### config.mk
export PLATFORM = sky130hd
export DESIGN_NAME = wb_memory_top
export DESIGN_NICKNAME = d
export VERILOG_FILES = /design/src/mem_bus_pkg.sv /design/src/wb_pkg.sv /design/src/mem_bus_if.sv /design/src/psram_ctrl.sv /design/src/pcm_ctrl.sv /design/src/mem_bus_arbiter.sv /design/src/wb_memory_top.sv
export SDC_FILE = /design/constraint.sdc
export NUM_CORES = 1
export LEC_CHECK = 0
export BUFFER_PORTS_ARGS = -buffer_cell sky130_fd_sc_hd__buf_2
export CORE_MARGIN = 4
export CORE_UTILIZATION = 41
export DETAILED_ROUTE_END_ITERATION = 16
export PLACE_DENSITY = 0.88
export SYNTH_ARGS = -nofsm -noshare
export SYNTH_HDL_FRONTEND = slang
export SYNTH_SLANG_ARGS = --single-unit
### constraint.sdc
create_clock -name clk -period 2.29 [get_ports clk]
set_input_delay 0.229 -clock clk [delete_from_list [all_inputs] [get_ports clk]]
set_output_delay 0.229 -clock clk [all_outputs]
set_load 0.01 [all_outputs]
### src/mem_bus_pkg.sv
`default_nettype none

// shared 16-bit pin bus between the PSRAM and the PCM
package mem_bus_pkg;

	// halfword address on the pins
	localparam int MEM_ADDR_W = 23;

	// data width of the shared bus
	localparam int MEM_DATA_W = 16;

	// one halfword location, word address plus half select in bit 0
	typedef logic [MEM_ADDR_W-1:0] mem_addr_t;

	typedef logic [MEM_DATA_W-1:0] mem_half_t;  // one bus transfer

endpackage

`default_nettype wire

### src/wb_pkg.sv
`default_nettype none

// classic wishbone slave port, 32-bit data, word addressed
package wb_pkg;

	localparam int WB_ADDR_W = 22;  // word address
	localparam int WB_DATA_W = 32;
	localparam int WB_SEL_W  = WB_DATA_W / 8;  // one bit per byte lane

	typedef logic [WB_ADDR_W-1:0] wb_addr_t;
	typedef logic [WB_DATA_W-1:0] wb_data_t;
	typedef logic [WB_SEL_W-1:0]  wb_sel_t;

endpackage

`default_nettype wire

### src/mem_bus_if.sv
`timescale 1ns/1ps
`default_nettype none

// one device controller towards the arbiter
interface mem_bus_if;
	import mem_bus_pkg::*;

	logic      req;    // wishbone cycle waiting for the bus
	logic      gnt;    // bus granted to this controller
	logic      busy;   // access in progress, selects the chip
	logic      oe_n;
	logic      we_n;
	logic      lb_n;
	logic      ub_n;
	mem_addr_t addr;
	mem_half_t wdata;
	mem_half_t rdata;  // straight from the pins

	modport ctrl (
		output req, busy, oe_n, we_n, lb_n, ub_n, addr, wdata,
		input  gnt, rdata
	);

	modport arb (
		input  req, busy, oe_n, we_n, lb_n, ub_n, addr, wdata,
		output gnt, rdata
	);

endinterface

`default_nettype wire

### src/psram_ctrl.sv
`timescale 1ns/1ps
`default_nettype none

// one 32-bit wishbone access becomes two 16-bit psram accesses with the low half first
module psram_ctrl #(
	parameter int RAM_ACCESS_CYCLES = 3
) (
	input  logic             clk,
	input  logic             rst,
	input  logic             wb_cyc_i,
	input  logic             wb_stb_i,
	input  logic             wb_we_i,
	input  wb_pkg::wb_addr_t wb_addr_i,
	input  wb_pkg::wb_sel_t  wb_sel_i,
	input  wb_pkg::wb_data_t wb_data_i,
	output wb_pkg::wb_data_t wb_data_o,
	output logic             wb_ack_o,
	mem_bus_if.ctrl          bus
);
	import wb_pkg::*;

	localparam int CNT_W = (RAM_ACCESS_CYCLES > 1) ? $clog2(RAM_ACCESS_CYCLES) : 1;
	localparam logic [CNT_W-1:0] CNT_LAST = CNT_W'(RAM_ACCESS_CYCLES - 1);

	typedef enum logic [2:0] {S_IDLE, S_REQ, S_LOW, S_HIGH, S_ACK} psram_state_t;

	psram_state_t     state;
	logic [CNT_W-1:0] cnt;     // cycles spent in the current half
	logic             half;    // 1 while on data bits 31:16
	logic             active;
	logic             last;    // final cycle of a half
	wb_data_t         rd_q;

	assign half   = (state == S_HIGH);
	assign active = (state == S_LOW) || (state == S_HIGH);
	assign last   = active && (cnt == CNT_LAST);

	always_ff @(posedge clk) begin
		if (rst) begin
			state <= S_IDLE;
			cnt   <= '0;
		end else begin
			case (state)
				S_IDLE: begin
					if (wb_cyc_i && wb_stb_i)
						state <= S_REQ;
				end
				S_REQ: begin
					cnt <= '0;
					if (bus.gnt)
						state <= S_LOW;
				end
				S_LOW, S_HIGH: begin
					if (last) begin
						cnt   <= '0;
						state <= half ? S_ACK : S_HIGH;
					end else begin
						cnt <= cnt + 1'b1;
					end
				end
				S_ACK:   state <= S_IDLE;  // one-cycle ack
				default: state <= S_IDLE;
			endcase
		end
	end

	// read halves land in the last cycle of each half
	always_ff @(posedge clk) begin
		if (last && !wb_we_i) begin
			if (half)
				rd_q[31:16] <= bus.rdata;
			else
				rd_q[15:0] <= bus.rdata;
		end
	end

	assign bus.req   = (state == S_REQ);
	assign bus.busy  = active;
	assign bus.oe_n  = !(active && !wb_we_i);
	assign bus.we_n  = !(active && wb_we_i);
	assign bus.addr  = {wb_addr_i, half};
	assign bus.wdata = half ? wb_data_i[31:16] : wb_data_i[15:0];

	// byte lanes follow sel on writes and reads take the whole halfword
	always_comb begin
		bus.lb_n = 1'b1;
		bus.ub_n = 1'b1;
		if (active) begin
			if (wb_we_i) begin
				bus.lb_n = half ? !wb_sel_i[2] : !wb_sel_i[0];
				bus.ub_n = half ? !wb_sel_i[3] : !wb_sel_i[1];
			end else begin
				bus.lb_n = 1'b0;
				bus.ub_n = 1'b0;
			end
		end
	end

	assign wb_data_o = rd_q;
	assign wb_ack_o  = (state == S_ACK);

	// master must still hold the cycle when the ack comes back
	assert property (@(posedge clk) disable iff (rst) wb_ack_o |-> (wb_cyc_i && wb_stb_i))
		else $error("psram_ctrl: ack outside of a wishbone cycle");

	// address and strobes come straight from the master during an access
	assert property (@(posedge clk) disable iff (rst)
		active |-> ($stable(wb_addr_i) && $stable(wb_we_i) && $stable(wb_sel_i)))
		else $error("psram_ctrl: wishbone request changed during an access");

endmodule

`default_nettype wire

### src/pcm_ctrl.sv
`timescale 1ns/1ps
`default_nettype none

// wishbone to parallel pcm, reads and writes have their own access time
module pcm_ctrl #(
	parameter int PCM_READ_CYCLES  = 4,
	parameter int PCM_WRITE_CYCLES = 8
) (
	input  logic             clk,
	input  logic             rst,
	input  logic             wb_cyc_i,
	input  logic             wb_stb_i,
	input  logic             wb_we_i,
	input  wb_pkg::wb_addr_t wb_addr_i,
	input  wb_pkg::wb_sel_t  wb_sel_i,
	input  wb_pkg::wb_data_t wb_data_i,
	output wb_pkg::wb_data_t wb_data_o,
	output logic             wb_ack_o,
	mem_bus_if.ctrl          bus
);
	import wb_pkg::*;

	localparam int MAX_CYC = (PCM_READ_CYCLES > PCM_WRITE_CYCLES) ?
		PCM_READ_CYCLES : PCM_WRITE_CYCLES;
	localparam int CNT_W = (MAX_CYC > 1) ? $clog2(MAX_CYC) : 1;
	localparam logic [CNT_W-1:0] RD_LAST = CNT_W'(PCM_READ_CYCLES - 1);
	localparam logic [CNT_W-1:0] WR_LAST = CNT_W'(PCM_WRITE_CYCLES - 1);

	typedef enum logic [2:0] {S_IDLE, S_REQ, S_LOW, S_HIGH, S_ACK} pcm_state_t;

	pcm_state_t       state;
	logic [CNT_W-1:0] cnt;
	logic [CNT_W-1:0] cnt_last;  // depends on direction
	logic             half;
	logic             active;
	logic             last;
	logic             skip_lo;   // write with incomplete halfword sel
	logic             skip_hi;
	wb_data_t         rd_q;

	assign cnt_last = wb_we_i ? WR_LAST : RD_LAST;
	assign half     = (state == S_HIGH);
	assign active   = (state == S_LOW) || (state == S_HIGH);
	assign last     = active && (cnt == cnt_last);
	assign skip_lo  = wb_we_i && !(&wb_sel_i[1:0]);
	assign skip_hi  = wb_we_i && !(&wb_sel_i[3:2]);

	always_ff @(posedge clk) begin
		if (rst) begin
			state <= S_IDLE;
			cnt   <= '0;
		end else begin
			case (state)
				S_IDLE: begin
					if (wb_cyc_i && wb_stb_i)
						state <= S_REQ;
				end
				S_REQ: begin
					cnt <= '0;
					if (bus.gnt) begin
						if (!skip_lo)
							state <= S_LOW;
						else if (!skip_hi)
							state <= S_HIGH;
						else
							state <= S_ACK;  // nothing to write
					end
				end
				S_LOW: begin
					if (last) begin
						cnt   <= '0;
						state <= skip_hi ? S_ACK : S_HIGH;
					end else begin
						cnt <= cnt + 1'b1;
					end
				end
				S_HIGH: begin
					if (last) begin
						cnt   <= '0;
						state <= S_ACK;
					end else begin
						cnt <= cnt + 1'b1;
					end
				end
				default: state <= S_IDLE;  // ack lasts one cycle
			endcase
		end
	end

	always_ff @(posedge clk) begin
		if (last && !wb_we_i) begin
			if (half)
				rd_q[31:16] <= bus.rdata;
			else
				rd_q[15:0] <= bus.rdata;
		end
	end

	assign bus.req   = (state == S_REQ);
	assign bus.busy  = active;
	assign bus.oe_n  = !(active && !wb_we_i);
	assign bus.we_n  = !(active && wb_we_i);
	assign bus.lb_n  = 1'b1;  // no byte strobes on the pcm
	assign bus.ub_n  = 1'b1;
	assign bus.addr  = {wb_addr_i, half};
	assign bus.wdata = half ? wb_data_i[31:16] : wb_data_i[15:0];

	assign wb_data_o = rd_q;
	assign wb_ack_o  = (state == S_ACK);

	// a partially selected halfword must never reach the array
	assert property (@(posedge clk) disable iff (rst)
		!bus.we_n |-> (half ? (&wb_sel_i[3:2]) : (&wb_sel_i[1:0])))
		else $error("pcm_ctrl: write strobe on a partially selected halfword");

endmodule

`default_nettype wire

### src/mem_bus_arbiter.sv
`timescale 1ns/1ps
`default_nettype none

// one owner of the shared pins at a time with priority for the ram
module mem_bus_arbiter (
	input  logic                   clk,
	input  logic                   rst,
	mem_bus_if.arb                 ram,
	mem_bus_if.arb                 pcm,
	output logic                   ram_ce_n_o,
	output logic                   pcm_ce_n_o,
	output logic                   ram_lb_n_o,
	output logic                   ram_ub_n_o,
	output logic                   mem_oe_n_o,
	output logic                   mem_we_n_o,
	output mem_bus_pkg::mem_addr_t mem_addr_o,
	output mem_bus_pkg::mem_half_t mem_wdata_o,
	input  mem_bus_pkg::mem_half_t mem_rdata_i
);
	typedef enum logic [1:0] {OWN_NONE, OWN_RAM, OWN_PCM} owner_t;

	owner_t owner;
	logic   any_busy;
	logic   hold;  // owner is starting or running an access

	assign any_busy = ram.busy || pcm.busy;
	// keep the grant from the cycle a controller sees gnt until its access ends
	assign hold = ((owner == OWN_RAM) && ram.req) || ((owner == OWN_PCM) && pcm.req);

	always_ff @(posedge clk) begin
		if (rst) begin
			owner <= OWN_NONE;
		end else if (!any_busy && !hold) begin
			if (ram.req)
				owner <= OWN_RAM;
			else if (pcm.req)
				owner <= OWN_PCM;
			else
				owner <= OWN_NONE;
		end
	end

	assign ram.gnt = (owner == OWN_RAM);
	assign pcm.gnt = (owner == OWN_PCM);

	assign ram.rdata = mem_rdata_i;
	assign pcm.rdata = mem_rdata_i;

	assign ram_ce_n_o = !ram.busy;
	assign pcm_ce_n_o = !pcm.busy;

	// pins idle high with a zero address when nobody drives them
	always_comb begin
		ram_lb_n_o  = 1'b1;
		ram_ub_n_o  = 1'b1;
		mem_oe_n_o  = 1'b1;
		mem_we_n_o  = 1'b1;
		mem_addr_o  = '0;
		mem_wdata_o = '0;
		if (ram.busy) begin
			ram_lb_n_o  = ram.lb_n;
			ram_ub_n_o  = ram.ub_n;
			mem_oe_n_o  = ram.oe_n;
			mem_we_n_o  = ram.we_n;
			mem_addr_o  = ram.addr;
			mem_wdata_o = ram.wdata;
		end else if (pcm.busy) begin
			ram_lb_n_o  = pcm.lb_n;  // held high by the pcm side
			ram_ub_n_o  = pcm.ub_n;
			mem_oe_n_o  = pcm.oe_n;
			mem_we_n_o  = pcm.we_n;
			mem_addr_o  = pcm.addr;
			mem_wdata_o = pcm.wdata;
		end
	end

	// a controller only drives the pins while it holds the grant
	assert property (@(posedge clk) disable iff (rst)
		(!ram.busy || ram.gnt) && (!pcm.busy || pcm.gnt))
		else $error("mem_bus_arbiter: access running without a grant");

	// both controllers driving at once would short the shared pins
	assert property (@(posedge clk) disable iff (rst) !(ram.busy && pcm.busy))
		else $error("mem_bus_arbiter: both controllers busy");

endmodule

`default_nettype wire

### src/wb_memory_top.sv
`timescale 1ns/1ps
`default_nettype none

// psram and pcm behind two wishbone slaves, sharing one pin bus
module wb_memory_top #(
	parameter int RAM_ACCESS_CYCLES = 3,
	parameter int PCM_READ_CYCLES   = 4,
	parameter int PCM_WRITE_CYCLES  = 8
) (
	input  logic                   clk,
	input  logic                   rst,
	// ram slave
	input  logic                   ram_cyc_i,
	input  logic                   ram_stb_i,
	input  logic                   ram_we_i,
	input  wb_pkg::wb_addr_t       ram_addr_i,
	input  wb_pkg::wb_sel_t        ram_sel_i,
	input  wb_pkg::wb_data_t       ram_data_i,
	output wb_pkg::wb_data_t       ram_data_o,
	output logic                   ram_ack_o,
	// pcm slave
	input  logic                   pcm_cyc_i,
	input  logic                   pcm_stb_i,
	input  logic                   pcm_we_i,
	input  wb_pkg::wb_addr_t       pcm_addr_i,
	input  wb_pkg::wb_sel_t        pcm_sel_i,
	input  wb_pkg::wb_data_t       pcm_data_i,
	output wb_pkg::wb_data_t       pcm_data_o,
	output logic                   pcm_ack_o,
	// shared pins, mem_oe_n_o gives the data direction
	output logic                   ram_ce_n_o,
	output logic                   pcm_ce_n_o,
	output logic                   ram_lb_n_o,
	output logic                   ram_ub_n_o,
	output logic                   mem_oe_n_o,
	output logic                   mem_we_n_o,
	output mem_bus_pkg::mem_addr_t mem_addr_o,
	output mem_bus_pkg::mem_half_t mem_wdata_o,
	input  mem_bus_pkg::mem_half_t mem_rdata_i
);
	mem_bus_if ram_bus ();
	mem_bus_if pcm_bus ();

	psram_ctrl #(
		.RAM_ACCESS_CYCLES(RAM_ACCESS_CYCLES)
	) i_psram (
		.clk       (clk),
		.rst       (rst),
		.wb_cyc_i  (ram_cyc_i),
		.wb_stb_i  (ram_stb_i),
		.wb_we_i   (ram_we_i),
		.wb_addr_i (ram_addr_i),
		.wb_sel_i  (ram_sel_i),
		.wb_data_i (ram_data_i),
		.wb_data_o (ram_data_o),
		.wb_ack_o  (ram_ack_o),
		.bus       (ram_bus.ctrl)
	);

	pcm_ctrl #(
		.PCM_READ_CYCLES (PCM_READ_CYCLES),
		.PCM_WRITE_CYCLES(PCM_WRITE_CYCLES)
	) i_pcm (
		.clk       (clk),
		.rst       (rst),
		.wb_cyc_i  (pcm_cyc_i),
		.wb_stb_i  (pcm_stb_i),
		.wb_we_i   (pcm_we_i),
		.wb_addr_i (pcm_addr_i),
		.wb_sel_i  (pcm_sel_i),
		.wb_data_i (pcm_data_i),
		.wb_data_o (pcm_data_o),
		.wb_ack_o  (pcm_ack_o),
		.bus       (pcm_bus.ctrl)
	);

	mem_bus_arbiter i_arbiter (
		.clk         (clk),
		.rst         (rst),
		.ram         (ram_bus.arb),
		.pcm         (pcm_bus.arb),
		.ram_ce_n_o  (ram_ce_n_o),
		.pcm_ce_n_o  (pcm_ce_n_o),
		.ram_lb_n_o  (ram_lb_n_o),
		.ram_ub_n_o  (ram_ub_n_o),
		.mem_oe_n_o  (mem_oe_n_o),
		.mem_we_n_o  (mem_we_n_o),
		.mem_addr_o  (mem_addr_o),
		.mem_wdata_o (mem_wdata_o),
		.mem_rdata_i (mem_rdata_i)
	);

endmodule

`default_nettype wire

==> out/results.tsv <==
metric	value	unit
yosysUniqueCellTypes	41	
grt_pass1_wl	15.5	mm
place_area	4790	um2
slew_violations	0	
dieArea	9950	um2
crit_family	simple AND/OR/NAND/NOR gates	
hold_viol	0	
cts.htree.levels	3	
ys_seq_area_frac	0.632	
cts.sinks	77	
p_per_area	589	nW/um2
cp_cell_sequence	nor2b_2 > inv_4 > nand2_2 > o22ai_1 > buf_2	
finalSetupTns	0	ps
wl_per_cell	17.0	um
path_buf_inv	2	
cp-start-kind	flop	
routed_via_density	5.10	
cts_setup_buffers	0	
required	2060	ps
critPathMaxStageDelay	430	ps
leakage	2.25	nW
whs	108	ps
first_pass_iters	5	
hpwl	8.36	mm
start_util	0.420	
cts_buffers	9	
setup_viol	0	
ir_worst_vdd	0.268	mV
clkSlewWorstSetupHoldPaths	90	ps
path_class	flop to output pin	
die_w	99.7	um
hold_path_class	input pin to flop	
rsz0062_at_grt	no	
synthCells	255	
coreArea	8220	um2
ys_ff_latch	77	
finalNetCount	648	
globalRouteOverflowTotal	0	
cts_root_buf	clkbuf_8	
antenna_found_initial	1	
ios	251	
endpoint_kind	output pin	
fmax	471	MHz
finalInstanceArea	5000	um2
ant_nets	0	
worstMarginPinSlew	487	ps
globalplace.congestion	0.852	
status	finished, final reports clean	
worstPathMaxFanout	24	
cts_tree	done	
skew	8.59	ps
std_cell_rows	33	
cp_slowest_cell	dfxtp_1	
track_usage	0.201	
areaGrowthSynthToFinish	44.9	%
drt-total-wl	10.5	mm
synth_area	3450	um2
drcViolationCount	0	
drive_gt1_frac	0.551	
synth.avg_cell_area	13.5	um2
clk_latency	330	ps
relSlewSlack	0.675	
fin_crit_sh	0.928	
cap_violations	0	
vias	3152	
drt_iter0_markers	85	
syn-num-nets	396	
grt_max_degree	27	
die_y	99.7	um
clk_path_buf_depth	2	
crit_arrival	1900	ps
min_period	2130	ps
io_buffers	250	
grt_pass1_vias	3128	
report.power.total	2.94	mW
yosysWarnings	0	
==> Yosys cell counts, drive strengths merged <==
library cell	instances	area [um2]
a21boi	1	11.3
a21oi	11	55.1
a221oi	1	8.76
a22o	22	193
a22oi	2	15.0
a311oi	1	8.76
a31oi	2	12.5
a41o	1	10.0
and2	1	6.26
and3	1	6.26
and3b	1	8.76
and4b	2	20.0
buf	14	96.3
clkbuf	3	12.5
dfxtp	13	260
edfxtp	64	1920
ha	1	12.5
inv	6	25.0
mux2i	36	360
nand2	14	55.1
nand2b	3	18.8
nand3	2	10.0
nand3b	1	7.51
nor2	12	60.1
nor2b	3	26.3
nor3	2	10.0
nor3b	3	22.5
nor4	1	6.26
o211a	1	10.0
o21ai	9	45.0
o21bai	1	7.51
o22ai	18	113
or3	1	6.26
xnor2	1	8.76
==> report_power, final <==
group / switching [mW] / leakage, nW / internal [mW] / total, mW
logic: 0.185 / 1.47 / 0.194 / 0.379
registers: 0.0171 / 0.681 / 1.52 / 1.54
clock network: 0.506 / 0.0984 / 0.520 / 1.03
==> cell type report <==
class                           instances  area (um2)
Antenna cell                            1        2.50
Clock buffer                            9         124
Clock inverter                          7        82.6
Fill cell                             663        3220
Inverter                                6        25.0
Multi-Input combinational cell        155        1140
Sequential cell                        77        2190
Tap cell                              105         131
Timing Repair Buffer                  258        1310
==> sequential cells by signal, summed over array words and instances (netlist names) <==
name and flops:
i_psram.wb_data_o 32, i_arbiter.owner 2, i_pcm.wb_data_o 32, i_psram.state 3, i_pcm.cnt 3, i_psram.cnt 2, i_pcm.state 3
==> cell usage in the layout, fill, tap and decap left out, types with 3 or more instances in the layout <==
master      n
a21oi_1    11
a22o_1     22
buf_2     250
buf_4       8
clkbuf_8    9
dfxtp_1    12
edfxtp_1   64
inv_1       5
mux2i_1    36
nand2_1    13
nand2b_1    3
nor2_1     10
nor3b_1     3
o21ai_0     9
o22ai_1    18
==> per-stage QoR <==
stage / util / setup WS [ps] / instances
finish: 0.608 / 165 / 618
global route: 0.608 / 12.4 / 618
CTS: 0.608 / 131 / 617
detailed placement: 0.583 / 381 / 601
global placement: 0.583 / 472 / 601
floorplan: - / 184 / 255
==> layer usage <==
| metal | track usage | wire length [um] | vias up |
|---|---|---|---|
| met5 | 0 | 0 | - |
| met4 | 0.0809 | 196 | 0 |
| met3 | 0.0498 | 923 | 15 |
| met2 | 0.357 | 5460 | 173 |
| met1 | 0.230 | 3900 | 1466 |
| li1 | - | - | 1498 |
==> cell families after synthesis <==
| family | after synthesis | synth area share |
|---|---|---|
| AOI/OAI and AO/OA | 70 | 0.142 |
| xor gates and xnor gates | 1 | 0.00254 |
| adders and majority gates | 1 | 0.00363 |
| buffers and inverters | 23 | 0.0388 |
| DFF | 77 | 0.632 |
| muxes | 36 | 0.104 |
| and+or+nand+nor | 47 | 0.0765 |
==> path summary, 6_finish.rpt <==
check,start,to,slack (ps),depth (start not counted)
max,i_psram.state[1],mem_addr_o[0],160,5
min,mem_rdata_i[7],i_psram.wb_data_o[7],110,1
max reg2reg,i_psram.state[1],i_psram.wb_data_o[27],470,6
min reg2reg,i_pcm.cnt[1],i_pcm.cnt[1],500,2
==> timing repair <==
item | 4_1_cts | 5_1_grt
setup endpoints to repair | 11 | 9
hold buffers | 0 | 0
resized for setup | 1 | 1
cloned | 0 | 0
Note: power is estimated with default switching activity, not from simulation.
